[src/soc_macros.svh]
`ifndef SOC_MACROS_SVH
`define SOC_MACROS_SVH

// Bus data width
`define HDATA_W 32

// Word address widths of the TCMs
`define ITCM_AW 14
`define DTCM_AW 13

// Memory map
`define ITCM_BASE   32'h0000_0000
`define DTCM_BASE   32'h2000_0000
`define REGION_MASK 32'hF000_0000

`endif

[src/soc_pkg.sv]
`default_nettype none

package soc_pkg;

    // AHB transfer type
    typedef enum logic [1:0] {
        IDLE   = 2'b00,
        BUSY   = 2'b01,
        NONSEQ = 2'b10,
        SEQ    = 2'b11
    } htrans_e;

    typedef enum logic [2:0] {
        SIZE_BYTE = 3'b000,
        SIZE_HALF = 3'b001,
        SIZE_WORD = 3'b010
    } hsize_e;

    // Owner of the current data phase
    typedef enum logic [1:0] {
        SEL_ITCM,
        SEL_DTCM,
        SEL_DEFAULT
    } slave_sel_e;

    typedef enum logic [1:0] {
        ST_IDLE,
        ST_WRITE,
        ST_READ_WAIT
    } sram_state_e;

    typedef enum logic {
        ERR_IDLE,
        ERR_FIRST
    } err_state_e;

endpackage : soc_pkg

`default_nettype wire

[src/ahb_decoder.sv]
`timescale 1ns/100ps
`default_nettype none

`include "soc_macros.svh"

module ahb_decoder
    import soc_pkg::*;
(
    input  logic        clk        ,
    input  logic        rst_n      ,
    input  logic [31:0] haddr      ,
    input  htrans_e     htrans     ,
    input  logic        hready     ,
    output logic        sel_itcm   ,
    output logic        sel_dtcm   ,
    output logic        sel_default,
    output slave_sel_e  data_sel
);

    logic active;

    assign active = (htrans == NONSEQ) || (htrans == SEQ);

    // Region compare on the top nibble
    assign sel_itcm    = (haddr & `REGION_MASK) == (`ITCM_BASE & `REGION_MASK);
    assign sel_dtcm    = (haddr & `REGION_MASK) == (`DTCM_BASE & `REGION_MASK);
    assign sel_default = !sel_itcm && !sel_dtcm;

    // Response path follows the accepted address phase
    always_ff @(posedge clk) begin
        if (!rst_n) begin
            data_sel <= SEL_DEFAULT;
        end else if (hready) begin
            if (active && sel_itcm) begin
                data_sel <= SEL_ITCM;
            end else if (active && sel_dtcm) begin
                data_sel <= SEL_DTCM;
            end else begin
                // Idle and unmapped both answered by the default slave
                data_sel <= SEL_DEFAULT;
            end
        end
    end

endmodule : ahb_decoder

`default_nettype wire

[config.mk]
export PLATFORM = sky130hd
export DESIGN_NAME = ahb_decoder
export DESIGN_NICKNAME = d
export VERILOG_FILES = /design/src/soc_pkg.sv /design/src/ahb_decoder.sv
export VERILOG_INCLUDE_DIRS = /design/src /design/src/src
export SDC_FILE = /design/constraint.sdc
export NUM_CORES = 1
export LEC_CHECK = 0
export ABC_AREA = 0
export BUFFER_PORTS_ARGS = -buffer_cell sky130_fd_sc_hd__buf_2
export CAP_MARGIN = 10
export CORE_AREA = 5 5 42 44
export DETAILED_ROUTE_END_ITERATION = 6
export DIE_AREA = 0 0 47 49
export GPL_ROUTABILITY_DRIVEN = 1
export SLEW_MARGIN = 20
export SYNTH_ARGS = -nofsm -noshare
export SYNTH_HDL_FRONTEND = slang
export SYNTH_SLANG_ARGS = --single-unit
[constraint.sdc]
create_clock -name clk -period 0.8 [get_ports clk]
set_input_delay 0.04 -clock clk [delete_from_list [all_inputs] [get_ports clk]]
set_output_delay 0.04 -clock clk [all_outputs]
set_load 0.02 [all_outputs]
==> impl_metrics.toml <==
[status]
status = "finished clean"

[critical_path]
required_ps = 760
crit_arrival_ps = 700
crit_cells = 1
rr_startpoint = "data_sel[1]"
cpLargestDelayFamily = "flip-flops"
end_kind = "output port"
worstPathMaxFanout = 2
slowest_delay_ps = 310
path_buf_inv = 1
cp_cell_sequence = "buf_2"
r2r-end = "data_sel[1]"
r2r_cells = 2
critPathSlowestCell = "dfxtp_1"
r2r_slack_ps = 100
crit_type = "reg -> out"
crit_start = "data_sel[0]"
startpoint_type = "flop"
setup.worst_path.end = "data_sel[0]"

[pwr]
sequentialPowerShare_pct = 26.8
internal-power_uw = 290
cellLeakagePower_uw = 0.0000967
p_sw_share_pct = 23.8
ir_drop_uv = 385
p_sw_uw = 90.6
p_comb_share_pct = 13.4
p_clk_share_pct = 59.7
powerDensity_nw_per_um2 = 1790

[synthesis]
synth.top_cell.area_share_pct = 38.6
syn_nets = 48
synthesis.area_sq_um = 104
yosys.area.top_type = "dfxtp_1"
ys_seq_area_share_pct = 38.6
yosys_register_bits = 2
yosysWarnings = 0
syn_area_per_cell_sq_um = 9.44
synth_cell_type_count = 10
synthTopCellsByArea = "dfxtp_1 (39%), nor3_2 (9.6%), a41oi_1 (8.4%)"
netlist_instances = 11

[layout]
fin_nets = 65
drive_gt1_share_pct = 73.1
reg_top3 = "data_sel: 2 flops"
largest-register = "data_sel"
antenna_cells = 0
area_delta_synth_final_pct = 105
largest_reg_flops = 2

[global_route]
grt_usage_pct = 3.73
grt_overflow = 0
grt_pass1_vias = 161
grt_max_degree = 5
grt_antenna_before_repair = 0
grt_pass1_wl_microns = 531

[min_path]
min_path_type = "in -> reg"

[timing]
max_freq_mhz = 1340
slew_headroom_pct = 87.7
setup_viol_count_final = 0
rsz0062_at_grt = "false"
post-route-min-period_ps = 744
tns_ps = 0
slew_violations = 0
period_share_pct = 93.0
tightest_slew_ps = 184
clock_skew_ps = 0
hold_violations = 0
setup_ws_ps = 56.1

[floorplanning]
io-pin-count = 42
core.rowCount = 14
initial_core_util_pct = 7.41
die_area_sq_um = 2300
dieWidth_microns = 47
die_h_microns = 49
core_area_sq_um = 1400

[clock_tree]
cts_root_buf = "clkbuf_4"
cts_tree = "yes"
numCtsBuffers = 3
ctsHoldBuffers = 0
clk_latency_ps = 230
path_clk_slew_ps = 30
cts-htree-levels = 1
cts_max_path_buffers = 2
clock_sinks = 2

[detailed_routing]
dr_total_vias = 150
drc = 0
drt-initial-drc-count = 1
vias_per_cell = 3.57
drt-total-wl_microns = 371
antenna_left = 0
wl_per_cell_microns = 8.83
firstDrtPassIters = 4

[placed_design]
gp_congestion = 0.676
dp_slack_ps = 11.8
port_buffers = 12

[run]
maxCapViolCount = 0
[area by class of cell]
type,instances,area (sq um)
Multi-Input combinational cell,8,66.3
Tap cell,16,20.0
Clock buffer,3,22.5
Timing Repair Buffer,12,60.1
Fill cell,171,1190
Inverter,1,3.75
Sequential cell,2,40.0
[timing repair]
action,4_1_cts,5_1_grt
setup endpoints to repair,0,2
buffers inserted,0,0
endpoints found under the hold margin,0,0
gates resized for setup,0,1
[cell usage in the layout (no fill, tap or decap)]
cell type	instances
buf_2	12
clkbuf_4	3
dfxtp_1	2
nor3_4	1
inv_2	1
nor2_1	1
and2_2	1
nand4_1	1
nand3b_1	1
o21ai_2	1
nor3b_1	1
a41oi_1	1
[Yosys cell counts (all sizes together)]
library cell,n
dfxtp,2
a41oi,1
and2,1
inv,1
nand3b,1
nand4,1
nor2,1
nor3,1
nor3b,1
o21ai,1
[metal layers]
layer | global-route usage (%) | up-vias | part of all wire [%]
met5 | 0 | - | 0
met4 | 5.53 | 0 | 0
met3 | 2.21 | 0 | 16
met2 | 4.98 | 15 | 57
met1 | 2.85 | 63 | 26
li1 | - | 72 | -
[worst min-delay path by stage]
stage / startpoint / endpoint / slack, ps / depth (start not counted)
3_5_place_dp: htrans[1] / data_sel[1] / 300 / 2
5_1_grt: htrans[1] / data_sel[1] / 60 / 2
3_3_place_gp: htrans[1] / data_sel[1] / 290 / 2
2_1_floorplan: haddr[29] / sel_itcm / 160 / 1
4_1_cts: htrans[1] / data_sel[1] / 60 / 2
6_report: htrans[1] / data_sel[1] / 70 / 2
[stage by stage]
step / hold slack, ps / utilization, % / instances / power, uW / area [sq um]
floorplan: 160 / - / 11 / 121 / 104
global placement: 287 / 13.1 / 39 / 150 / 184
detailed placement: 298 / 13.1 / 39 / 151 / 184
CTS: 56.7 / 14.7 / 42 / 390 / 206
global route: 62.9 / 15.2 / 42 / 410 / 213
finish: 68.2 / 15.2 / 42 / 381 / 213
[power by group through the flow]
| stage | clock [uW] | sequential, uW | combinational (uW) |
|---|---|---|---|
| 2_1_floorplan | 0 | 105 | 16.1 |
| 3_3_place_gp | 0 | 103 | 46.3 |
| 3_5_place_dp | 0 | 104 | 47.6 |
| 4_1_cts | 240 | 102 | 47.6 |
| 5_1_grt | 252 | 102 | 55.4 |
| 6_report | 227 | 102 | 51.1 |
[kinds of logic (layout without fill, tap and decap cells)]
family / after synthesis / after routing / synth area share, %
flip-flops: 2 / 2 / 38.6
AND/OR/NAND/NOR: 6 / 6 / 41.0
buffers and inverters: 1 / 16 / 3.61
AO/OA/AOI/OAI: 2 / 2 / 16.9
No activity file was read; power rests on OpenSTA's default activity.
