**src/soc_macros.svh**
```systemverilog
`ifndef SOC_MACROS_SVH
`define SOC_MACROS_SVH

// Bus data width
`define HDATA_W 32

// Word address widths of the TCMs
`define ITCM_AW 14
`define DTCM_AW 13

// Memory map
`define ITCM_BASE   32'h0000_0000
`define DTCM_BASE   32'h2000_0000
`define REGION_MASK 32'hF000_0000

`endif

```
**src/soc_pkg.sv**
```systemverilog
`default_nettype none

package soc_pkg;

    // AHB transfer type
    typedef enum logic [1:0] {
        IDLE   = 2'b00,
        BUSY   = 2'b01,
        NONSEQ = 2'b10,
        SEQ    = 2'b11
    } htrans_e;

    typedef enum logic [2:0] {
        SIZE_BYTE = 3'b000,
        SIZE_HALF = 3'b001,
        SIZE_WORD = 3'b010
    } hsize_e;

    // Owner of the current data phase
    typedef enum logic [1:0] {
        SEL_ITCM,
        SEL_DTCM,
        SEL_DEFAULT
    } slave_sel_e;

    typedef enum logic [1:0] {
        ST_IDLE,
        ST_WRITE,
        ST_READ_WAIT
    } sram_state_e;

    typedef enum logic {
        ERR_IDLE,
        ERR_FIRST
    } err_state_e;

endpackage : soc_pkg

`default_nettype wire

```
**src/ahb_to_sram.sv**
```systemverilog
`timescale 1ns/100ps
`default_nettype none

`include "soc_macros.svh"

module ahb_to_sram
    import soc_pkg::*;
#(
    parameter int AW = 14
) (
    input  logic                clk      ,
    input  logic                rst_n    ,
    // AHB side
    input  logic                hsel     ,
    input  logic                hready_in,
    input  htrans_e             htrans   ,
    input  hsize_e              hsize    ,
    input  logic                hwrite   ,
    input  logic [31:0]         haddr    ,
    input  logic [`HDATA_W-1:0] hwdata   ,
    output logic                hreadyout,
    output logic                hresp    ,
    output logic [`HDATA_W-1:0] hrdata   ,
    // SRAM side
    input  logic [`HDATA_W-1:0] ram_rdata,
    output logic                ram_cs   ,
    output logic [AW-1:0]       ram_addr ,
    output logic [3:0]          ram_we   ,
    output logic [`HDATA_W-1:0] ram_wdata
);

    logic        accept;
    logic        rd_issue;
    logic [AW-1:0] addr_q;
    logic [3:0]  be_q;
    sram_state_e state_q;
    sram_state_e state_d;

    function automatic logic [3:0] lane_mask(input hsize_e size, input logic [1:0] lo);
        case (size)
            SIZE_BYTE: lane_mask = 4'b0001 << lo;
            SIZE_HALF: lane_mask = lo[1] ? 4'b1100 : 4'b0011;
            default:   lane_mask = 4'b1111;
        endcase
    endfunction

    assign accept   = hsel && hready_in && ((htrans == NONSEQ) || (htrans == SEQ));
    // Port is free unless a write data phase is in progress
    assign rd_issue = accept && !hwrite && (state_q != ST_WRITE);

    always_comb begin
        state_d = state_q;
        case (state_q)
            ST_READ_WAIT: state_d = ST_IDLE;
            default: begin
                if (hready_in) begin
                    if (accept && hwrite) begin
                        state_d = ST_WRITE;
                    end else if (accept && (state_q == ST_WRITE)) begin
                        state_d = ST_READ_WAIT;
                    end else begin
                        state_d = ST_IDLE;
                    end
                end
            end
        endcase
    end

    always_ff @(posedge clk) begin
        if (!rst_n) begin
            state_q <= ST_IDLE;
        end else begin
            state_q <= state_d;
        end
    end

    // Write address, or a read held behind a write
    always_ff @(posedge clk) begin
        if (accept) begin
            addr_q <= haddr[AW+1:2];
            be_q   <= lane_mask(hsize, haddr[1:0]);
        end
    end

    always_comb begin
        ram_cs   = 1'b0;
        ram_addr = haddr[AW+1:2];
        ram_we   = 4'b0000;
        case (state_q)
            ST_WRITE: begin
                ram_cs   = 1'b1;
                ram_addr = addr_q;
                ram_we   = be_q;
            end
            ST_READ_WAIT: begin
                ram_cs   = 1'b1;
                ram_addr = addr_q;
            end
            default: begin
                // Read straight from the address phase
                ram_cs = rd_issue;
            end
        endcase
    end

    assign ram_wdata = hwdata;
    assign hrdata    = ram_rdata;
    assign hreadyout = (state_q != ST_READ_WAIT);
    assign hresp     = 1'b0;

endmodule : ahb_to_sram

`default_nettype wire

```
**config.mk**
```make
export PLATFORM = sky130hd
export DESIGN_NAME = ahb_to_sram
export DESIGN_NICKNAME = d
export VERILOG_FILES = /design/src/soc_pkg.sv /design/src/ahb_to_sram.sv
export VERILOG_INCLUDE_DIRS = /design/src /design/src/src
export SDC_FILE = /design/constraint.sdc
export NUM_CORES = 1
export LEC_CHECK = 0
export ABC_AREA = 1
export BUFFER_PORTS_ARGS = -buffer_cell sky130_fd_sc_hd__buf_4
export CORE_AREA = 2 2 73 75
export CTS_CLUSTER_DIAMETER = 100
export DETAILED_ROUTE_END_ITERATION = 16
export DIE_AREA = 0 0 75 77
export GPL_TIMING_DRIVEN = 1
export MAX_ROUTING_LAYER = met4
export PLACE_DENSITY = 0.75
export RECOVER_POWER = 100
export SLEW_MARGIN = 20
export SYNTH_ARGS = -nofsm -noshare
export SYNTH_HDL_FRONTEND = slang
export SYNTH_SLANG_ARGS = --single-unit
```
**constraint.sdc**
```tcl
create_clock -name clk -period 4.02 [get_ports clk]
set_clock_uncertainty 0.05 [all_clocks]
set_input_delay 0.804 -clock clk [delete_from_list [all_inputs] [get_ports clk]]
set_output_delay 0.804 -clock clk [all_outputs]
set_load 0.01 [all_outputs]
```
==> summary.md <==
| Metric | Value |
|---|---|
| # Post-CTS Setup Buffers | `0` |
| Ys async rst share | `0%` |
| Share of the synthesized area in the top cell type | `a little under two fifths` |
| Overall routing resource usage | `around a tenth` |
| Sequential share of the synthesized area | `39.8%` |
| CP endpoint kind | `output port` |
| Clock Pin Slew Worst Setup and Hold Paths | `around 0.07 ns` |
| Max_cap viols | `0` |
| Setup WS pre-CTS | `1.43 ns` |
| Fmax | `a little over 0.3 GHz` |
| CTS tree | `built` |
| First drt pass iteration count | `6` |
| Startpoint types | `input pin` |
| Final min period | `3.23 ns` |
| Synthesis-stage register bit count | `20` |
| VDD IR max | `82.8 uV` |
| Tcrit/Tclk final | `between 80% and 90%` |
| Initial core utilization | `29.3%` |
| Pwr dens | `about 330 mW/mm^2` |
| Grt ovf | `0` |
| Post-synth EDFFs | `18` |
| Clock sinks | `20` |
| Max Root-Sink Buffers | `2` |
| Pleak | `0.000547 uW` |
| Worst hold slack | `0.439 ns` |
| RSZ-0062 raised after global routing | `false` |
| IO Count | `191` |
| Via-to-Cell Ratio | `4.17` |
| Die W | `between 70 and 80 microns` |
| Most frequent cell after synthesis | `buf_4` |
| Crit-path cells | `clkbuf_1 > nand2_1 > nor2_2 > clkbuf_1 > nand2_1 > o21ai_0 > clkbuf_1` |
| Initial antenna violation count | `0` |
| Number of buffers created by CTS | `3` |
| Finished Layout Cells | `190` |
| Largest area contributor in the netlist | `edfxtp_1` |
| Dpl hpwl | `~2.5 mm` |
| Post-Syn Area | `0.00146 sq mm` |
| Critical setup path kind | `input pin to output port` |
| Hold Crit Depth | `2` |
| H-tree levels | `1` |
| Footprint of the multi-input gates | `between 200 and 300 sq um` |
| CP arrival | `~2.4 ns` |
| Drt wl/cell | `16.0 microns` |
| DRT Wirelength | `3.05 mm` |
| Fin worst setup slack | `0.794 ns` |
| Hold crit path type | `register to register` |
| Top cells by area, synth | `edfxtp_1 37%, buf_4 33%, mux2_4 9.3%` |
| Core footprint | `roughly 0.005 sq mm` |
| Status | `completed` |
| Die Y | `around 77 microns` |
| Cells resized by post-CTS repair | `0` |
| Worst Max-Slew Pin Slew | `between 1 and 1.5 ns` |
| Standard-cell rows | `26` |
| Clk root buf | `clkbuf_8` |
| Worst path slowest cell | `clkbuf_1` |
| Required time worst endpoint | `3.17 ns` |
| Post-Synthesis Cells | `between 100 and 150` |
| CP dominant cell by count | `clkbuf_1` |
| First-pass GRT wire length | `a little over 4 mm` |
| Nets | `229` |
| Layout cell share with drive strength beyond 1 | `around 34%` |
| DRC Markers | `0` |
| Vias in the first global route | `730` |
| Mapped Nets | `around 250` |
| Die area | `0.00578 sq mm` |
| Max incr delay on CP | `between 0.8 and 0.9 ns` |
| R2R depth | `3` |
| Syn-to-layout area delta | `-8.41%` |
| Routability cong. | `between 0.6 and 0.7` |
| Final core occ | `between 20% and 30%` |
| Final setup viols | `0` |
| Setup TNS | `0 ns` |
| Yosys cell types | `15` |
| Final hold vios | `0` |
| Vias after detailed routing | `around 790` |
| Post-synth top flop | `edfxtp_1` |
| Worst rel slew slack | `between 20% and 30%` |
| Largest net degree at the start of global routing | `22` |
| IO buf count | `44` |
| Worst-Skew Late Latency | `approximately 0.25 ns` |
| Slew Limit Fails | `0` |
| DRT iter0 DRCs | `46` |
| Ys Warns | `0` |
| Critical-path maximum fanout | `21` |
| CTS Hold Bufs | `0` |
| Cells after DPL | `around 190` |
| Reg area | `around 580 sq um` |
| Antenna diodes | `0` |
| Routed Antenna Nets | `0` |
| Fill count | `550` |
| Synth cell count leaders | `65 x buf_4, 18 x edfxtp_1, 12 x inv_1, 10 x nand2_1, 9 x mux2_4` |
| Avg Inst Size Synth | `approximately 11 sq um` |
[metrics by stage]
stage                     area (sq um)  power, uW
after CTS                         1420        462
after global routing              1340        470
final                             1340        444
after global placement            1370        308
after detailed placement          1370        310
after floorplan                   1460        338
[power breakdown]
part | leakage (uW) | internal (uW) | switching (uW)
registers | 0.000187 | 236 | 2.16
logic | 0.000331 | 30.0 | 25.4
clock network | 0.0000288 | 87.0 | 62.8
[layer usage]
metal	track usage, %	wire (microns)
met1	7.55	850
met4	6.25	82
met3	8.41	618
met2	16.1	1500
met5	-	0
[sequential cells by signal, indices dropped and copies added, names as in the netlist]
signal,count
addr_q,14
state_q,2
be_q,4
[critical path: cells and delay by family]
kind,cells,cell delay [ns]
buf+inv,3,1.15
simple gates,3,0.22
compound gates,1,0.18
[cells by family (layout without fill, tap and decap cells)]
group	Yosys count	in the layout	share of synthesized area, %
AOI/OAI and AO/OA	7	7	2.40
buffers and inverters	79	61	38.7
DFF	20	20	39.8
and+or+nand+nor	15	15	3.95
adders and majority gates	2	2	1.72
muxes	14	14	13.1
other	1	1	0.257
[layout make-up]
type                            count  share of cell area (%)
Tap cell                           70                    6.56
Multi-Input combinational cell     39                    21.1
Inverter                           12                    3.37
Clock buffer                        4                    4.12
Timing Repair Buffer               45                    21.4
Sequential cell                    20                    43.5
[final timing paths]
| path | from | endpoint | slack (ns) |
|---|---|---|---|
| setup / recovery | hready_in | ram_cs | 0.79 |
| hold / removal | state_q[1] | state_q[1] | 0.44 |
| setup reg to reg | state_q[0] | state_q[1] | 2.99 |
| hold reg to reg | state_q[1] | state_q[1] | 0.44 |
[cells in the final DEF, fill, tap and decap left out]
cell type / n
mux2_2: 5
buf_4: 17
o21ai_0: 5
mux2_1: 9
inv_1: 12
nor2_2: 1
nand2_1: 10
dfxtp_1: 2
clkbuf_1: 14
clkbuf_8: 4
edfxtp_1: 18
nand3_1: 1
conb_1: 1
a21oi_1: 2
nor2_1: 3
clkbuf_4: 14
ha_1: 2
Power figures use the tool's default switching activity.
