**config.mk**
```make
export PLATFORM = sky130hd
export DESIGN_NAME = ahb_resp_mux
export DESIGN_NICKNAME = d
export VERILOG_FILES = /design/src/soc_pkg.sv /design/src/ahb_resp_mux.sv
export VERILOG_INCLUDE_DIRS = /design/src /design/src/src
export SDC_FILE = /design/constraint.sdc
export NUM_CORES = 1
export LEC_CHECK = 0
export ABC_AREA = 0
export BUFFER_PORTS_ARGS = -buffer_cell sky130_fd_sc_hd__buf_2
export CAP_MARGIN = 20
export CORE_MARGIN = 5
export CORE_UTILIZATION = 27
export DETAILED_ROUTE_END_ITERATION = 7
export GPL_TIMING_DRIVEN = 0
export PLACE_DENSITY_LB_ADDON = 0.08
export REMOVE_ABC_BUFFERS = 1
export SETUP_SLACK_MARGIN = 0.1
export SLEW_MARGIN = 10
export SYNTH_ARGS = -nofsm -noshare
export SYNTH_HDL_FRONTEND = slang
export SYNTH_SLANG_ARGS = --single-unit
export TNS_END_PERCENT = 30
```
**constraint.sdc**
```tcl
create_clock -name vclk -period 1
set_clock_uncertainty 0.15 [all_clocks]
set_input_delay 0.1 -clock vclk [all_inputs]
set_output_delay 0.1 -clock vclk [all_outputs]
set_load 0.02 [all_outputs]
```
**src/soc_macros.svh**
```systemverilog
`ifndef SOC_MACROS_SVH
`define SOC_MACROS_SVH

// Bus data width
`define HDATA_W 32

// Word address widths of the TCMs
`define ITCM_AW 14
`define DTCM_AW 13

// Memory map
`define ITCM_BASE   32'h0000_0000
`define DTCM_BASE   32'h2000_0000
`define REGION_MASK 32'hF000_0000

`endif

```
**src/soc_pkg.sv**
```systemverilog
`default_nettype none

package soc_pkg;

    // AHB transfer type
    typedef enum logic [1:0] {
        IDLE   = 2'b00,
        BUSY   = 2'b01,
        NONSEQ = 2'b10,
        SEQ    = 2'b11
    } htrans_e;

    typedef enum logic [2:0] {
        SIZE_BYTE = 3'b000,
        SIZE_HALF = 3'b001,
        SIZE_WORD = 3'b010
    } hsize_e;

    // Owner of the current data phase
    typedef enum logic [1:0] {
        SEL_ITCM,
        SEL_DTCM,
        SEL_DEFAULT
    } slave_sel_e;

    typedef enum logic [1:0] {
        ST_IDLE,
        ST_WRITE,
        ST_READ_WAIT
    } sram_state_e;

    typedef enum logic {
        ERR_IDLE,
        ERR_FIRST
    } err_state_e;

endpackage : soc_pkg

`default_nettype wire

```
**src/ahb_resp_mux.sv**
```systemverilog
`timescale 1ns/100ps
`default_nettype none

`include "soc_macros.svh"

module ahb_resp_mux
    import soc_pkg::*;
(
    input  slave_sel_e          data_sel      ,
    input  logic                hreadyout_itcm,
    input  logic                hresp_itcm    ,
    input  logic [`HDATA_W-1:0] hrdata_itcm   ,
    input  logic                hreadyout_dtcm,
    input  logic                hresp_dtcm    ,
    input  logic [`HDATA_W-1:0] hrdata_dtcm   ,
    input  logic                hreadyout_def ,
    input  logic                hresp_def     ,
    output logic [`HDATA_W-1:0] hrdata        ,
    output logic                hready        ,
    output logic                hresp
);

    always_comb begin
        case (data_sel)
            SEL_ITCM: begin
                hrdata = hrdata_itcm;
                hready = hreadyout_itcm;
                hresp  = hresp_itcm;
            end
            SEL_DTCM: begin
                hrdata = hrdata_dtcm;
                hready = hreadyout_dtcm;
                hresp  = hresp_dtcm;
            end
            default: begin
                // No read data from unmapped space
                hrdata = '0;
                hready = hreadyout_def;
                hresp  = hresp_def;
            end
        endcase
    end

endmodule : ahb_resp_mux

`default_nettype wire

```
==> results.json, run 1 <==
{
  "status": "complete, no violations",
  "drv_cap": 0,
  "finalNonFillerCells": 207,
  "grt_pass1_wl_um": 4160,
  "drive_above_1_share": 0.628,
  "dp.cells": 203,
  "totalWireLength_um": 2760,
  "multi_input_area_sq_um": 489,
  "p_leak_nw": 0.774,
  "power.density_nw_per_um2": 503,
  "path_cells": "buf_16 > mux2i_2 > nor2_1 > buf_2",
  "fp.coreArea_sq_um": 1980,
  "worstSetupStartpointType": "input pin",
  "drc": 0,
  "syn2layout_area_growth_pct": 113,
  "grt_start_max_net_pins": 37,
  "drt_iter0_markers": 15,
  "fin_util": 0.610,
  "yosysSeqAreaShare": 0,
  "syn_inst": 78,
  "placedInstanceArea_sq_um": 1040,
  "setup_viol": 0,
  "place_hpwl_um": 2010,
  "syn_area_sq_um": 568,
  "end_kind": "primary output",
  "seqCellArea_sq_um": 0,
  "dr.pass1.iters": 4,
  "finalHoldViolCount": 0,
  "tightest_slew_ns": 0.206,
  "setup-tns-final_ns": 0,
  "crit_arrival_ns": 0.65,
  "syn_area_per_cell_sq_um": 7.28,
  "post_drt_wl_per_cell_um": 13.4,
  "nFillCells": 196,
  "rsz0062_at_grt": "yes",
  "die_area_sq_um": 3120,
  "design.seq.count": 0,
  "finish.instance_area_sq_um": 1210,
  "drtAntennaViolNets": 0,
  "slew_violations": 0,
  "netlist.area_leader.share": 0.599,
  "grt_remaining_overflow": 0,
  "fin_crit_ns": 0.903,
  "grt_pass1_vias": 913,
  "path_max_fanout": 8,
  "post-route-period-util": 0.903,
  "holdCritPathClass": "input pin to primary output",
  "start_util": 0.287,
  "vias_per_cell": 4.53,
  "max_stage_delay_ns": 0.23,
  "ios": 106,
  "via_count": 937,
  "rows": 16,
  "clkbuf_count": 0,
  "die_x_um": 55.9,
  "timing.fmax_mhz": 1110,
  "holdBufCountCts": 0,
  "yosysWarnings": 0,
  "antenna_cells": 0,
  "yosys-top-cells-area": "mux2i_1 (60%), nor2_1 (21%), buf_12 (11%), buf_2 (2.6%), buf_6 (2.0%)",
  "ir_drop_uv": 319,
  "crit_required_ns": 0.75,
  "synth_top_cell_by_area": "mux2i_1",
  "yosysUniqueCellTypes": 8,
  "post_cts_buffers": 0,
  "track_usage": 0.154,
  "fp.dieH_um": 55.9,
  "antenna_found_initial": 0,
  "gp_congestion": 0.752,
  "critical_path_class": "input pin to primary output",
  "power_mw": 0.609,
  "slowest_stage": "mux2i_2",
  "port_buffers": 106,
  "max_slew_margin": 0.863,
  "fin_nets": 254
}
[cells in the final DEF, fill, tap and decap left out]
cell type  count
mux2i_1       31
buf_4          7
nor2_1        32
buf_16         3
buf_2         97
clkbuf_16      2
mux2i_2        3
buf_8          1
nand2_1        2
o21ai_1        2
[cells by family (layout without fill, tap and decap cells)]
logic type	after synthesis	count (layout)	share of synthesized area
buf+inv	8	110	0.159
mux	34	34	0.599
compound gates	2	2	0.0176
simple gates	34	34	0.225
[through the flow]
| stage | hold slack (ns) | setup slack (ns) |
|---|---|---|
| final | 0.395 | 0.0971 |
| after global routing | 0.423 | 0.0771 |
| after CTS | 0.396 | 0.0896 |
| after detailed placement | 0.388 | -0.628 |
| after global placement | 0.375 | -0.594 |
| after floorplan | 0.130 | 0.0740 |
[cell usage after synthesis]
cell      number
mux2i_1       34
nor2_1        32
buf_12         3
buf_2          3
nand2_1        2
o21ai_0        2
buf_6          1
clkbuf_1       1
[critical path: cells and delay by family]
family | cells | cell delay (ns)
simple gates | 1 | 0.05
buf+inv | 2 | 0.27
mux | 1 | 0.23
[cell type report]
cell class                      instances  area share
Timing Repair Buffer                  110       0.567
Multi-Input combinational cell         70       0.405
Tap cell                               27      0.0280
[report_power, final]
group	internal, mW	switching, mW	total [mW]
Combinational	0.310	0.299	0.609
Sequential	0	0	0
Clock	0	0	0
Total	0.310	0.299	0.609
[per-layer routing]
layer | GRT usage | share of wire | vias to the layer above
met5 | 0 | 0 | -
met4 | 0 | 0 | 0
li1 | - | - | 469
met1 | 0.167 | 0.37 | 400
met3 | 0.0603 | 0.15 | 0
met2 | 0.297 | 0.48 | 68
[final timing paths]
| kind | startpoint | end | cells past startpoint |
|---|---|---|---|
| setup / recovery | data_sel[0] | hrdata[30] | 4 |
| hold / removal | hreadyout_def | hready | 4 |
[timing repair]
item,CTS,global route
endpoints found under the setup margin,34,29
pin swaps,0,2
gates cloned,2,2
gates resized for setup,15,7
No activity file was read; power rests on OpenSTA's default activity.
==> run 2: changes to the inputs <==
- CORE_UTILIZATION: 27 -> 29
- clock period: 1 -> 1.1 ns (I/O delays scaled with it)
==> results.json, run 2 (synthesized netlist as in run 1, its figures left out) <==
{
  "holdCritPathClass": "input pin to primary output",
  "via_count": 883,
  "crit_required_ns": 0.84,
  "drv_cap": 0,
  "end_kind": "primary output",
  "finalHoldViolCount": 0,
  "grt_pass1_wl_um": 3070,
  "slew_violations": 0,
  "die_area_sq_um": 2940,
  "dr.pass1.iters": 4,
  "critical_path_class": "input pin to primary output",
  "start_util": 0.296,
  "die_x_um": 54.3,
  "setup-tns-final_ns": 0,
  "final_cell_mix": "buf_2 (102), mux2i_1 (34), nor2_1 (32)",
  "holdWs_ns": 0.382,
  "ios": 106,
  "post-route-period-util": 0.864,
  "setup_viol": 0,
  "p_leak_nw": 0.751,
  "grt_start_max_net_pins": 37,
  "status": "complete, no violations",
  "holdBufCountCts": 0,
  "design.seq.count": 0,
  "gp_congestion": 0.600,
  "fin_crit_ns": 0.950,
  "totalWireLength_um": 2380,
  "timing.fmax_mhz": 1050,
  "ir_drop_uv": 286,
  "grt_remaining_overflow": 0,
  "fin_nets": 252,
  "syn2layout_area_growth_pct": 98.7,
  "drt_iter0_markers": 4,
  "rsz0062_at_grt": "no",
  "track_usage": 0.133,
  "vias_per_cell": 4.31,
  "worstSetupStartpointType": "input pin",
  "grt_pass1_vias": 754,
  "drive_above_1_share": 0.607,
  "fp.coreArea_sq_um": 1920,
  "antenna_cells": 0,
  "rows": 16,
  "clkbuf_count": 0,
  "drtAntennaViolNets": 0,
  "post_drt_wl_per_cell_um": 11.6,
  "fp.dieH_um": 54.3,
  "antenna_found_initial": 0,
  "power.density_nw_per_um2": 451,
  "max_slew_margin": 0.837,
  "drc": 0,
  "crit_arrival_ns": 0.69,
  "seqCellArea_sq_um": 0,
  "port_buffers": 106,
  "final_common_cell": "buf_2",
  "path_max_fanout": 17,
  "place_hpwl_um": 1800,
  "tightest_slew_ns": 0.244
}
[run 2: path summary, 6_finish.rpt]
path | start | end | slack [ns] | cells past startpoint
worst max-delay path | data_sel[0] | hrdata[29] | 0.15 | 4
worst min-delay path | hreadyout_def | hready | 0.38 | 4
[run 2: repair_timing]
action                                  4_1_cts  5_1_grt
resized for setup                             9        1
buffers inserted                              0        0
gates cloned                                  1        1
endpoints found under the setup margin       34        2
[run 2: report_power, final]
part	switching (mW)	leakage, nW	internal, mW	total [mW]
sequential	0	0	0	0
combinational	0.259	0.751	0.250	0.509
clock	0	0	0	0
total	0.259	0.751	0.250	0.509
[run 2: metal layers]
| layer | share of wire | vias up | GRT usage | wire [um] |
|---|---|---|---|---|
| li1 | - | 465 | - | - |
| met1 | 0.33 | 362 | 0.131 | 786 |
| met2 | 0.51 | 56 | 0.285 | 1200 |
| met3 | 0.16 | 0 | 0.0354 | 387 |
| met4 | 0 | 0 | 0 | 0 |
| met5 | 0 | - | 0 | 0 |
[run 2: layout make-up]
class,count,area (sq um)
fill,196,793
timing repair buffer,108,617
tap,27,33.8
multi-input combinational,70,478
[run 2: worst max-delay path, stage by stage]
cell and delay (ns):
buf_16 0.15, mux2i_1 0.22, nor2_1 0.05, buf_2 0.16
[run 2: metrics by stage]
step / cells / util / worst slack (ns) / instance area (sq um) / power (mW)
global route: 205 / 0.587 / 0.107 / 1130 / 0.555
global placement: 203 / 0.542 / -0.508 / 1040 / 0.470
CTS: 204 / 0.573 / 0.144 / 1100 / 0.503
detailed placement: 203 / 0.542 / -0.516 / 1040 / 0.478
floorplan: 70 / - / 0.154 / 478 / 0.227
finish: 205 / 0.587 / 0.150 / 1130 / 0.509
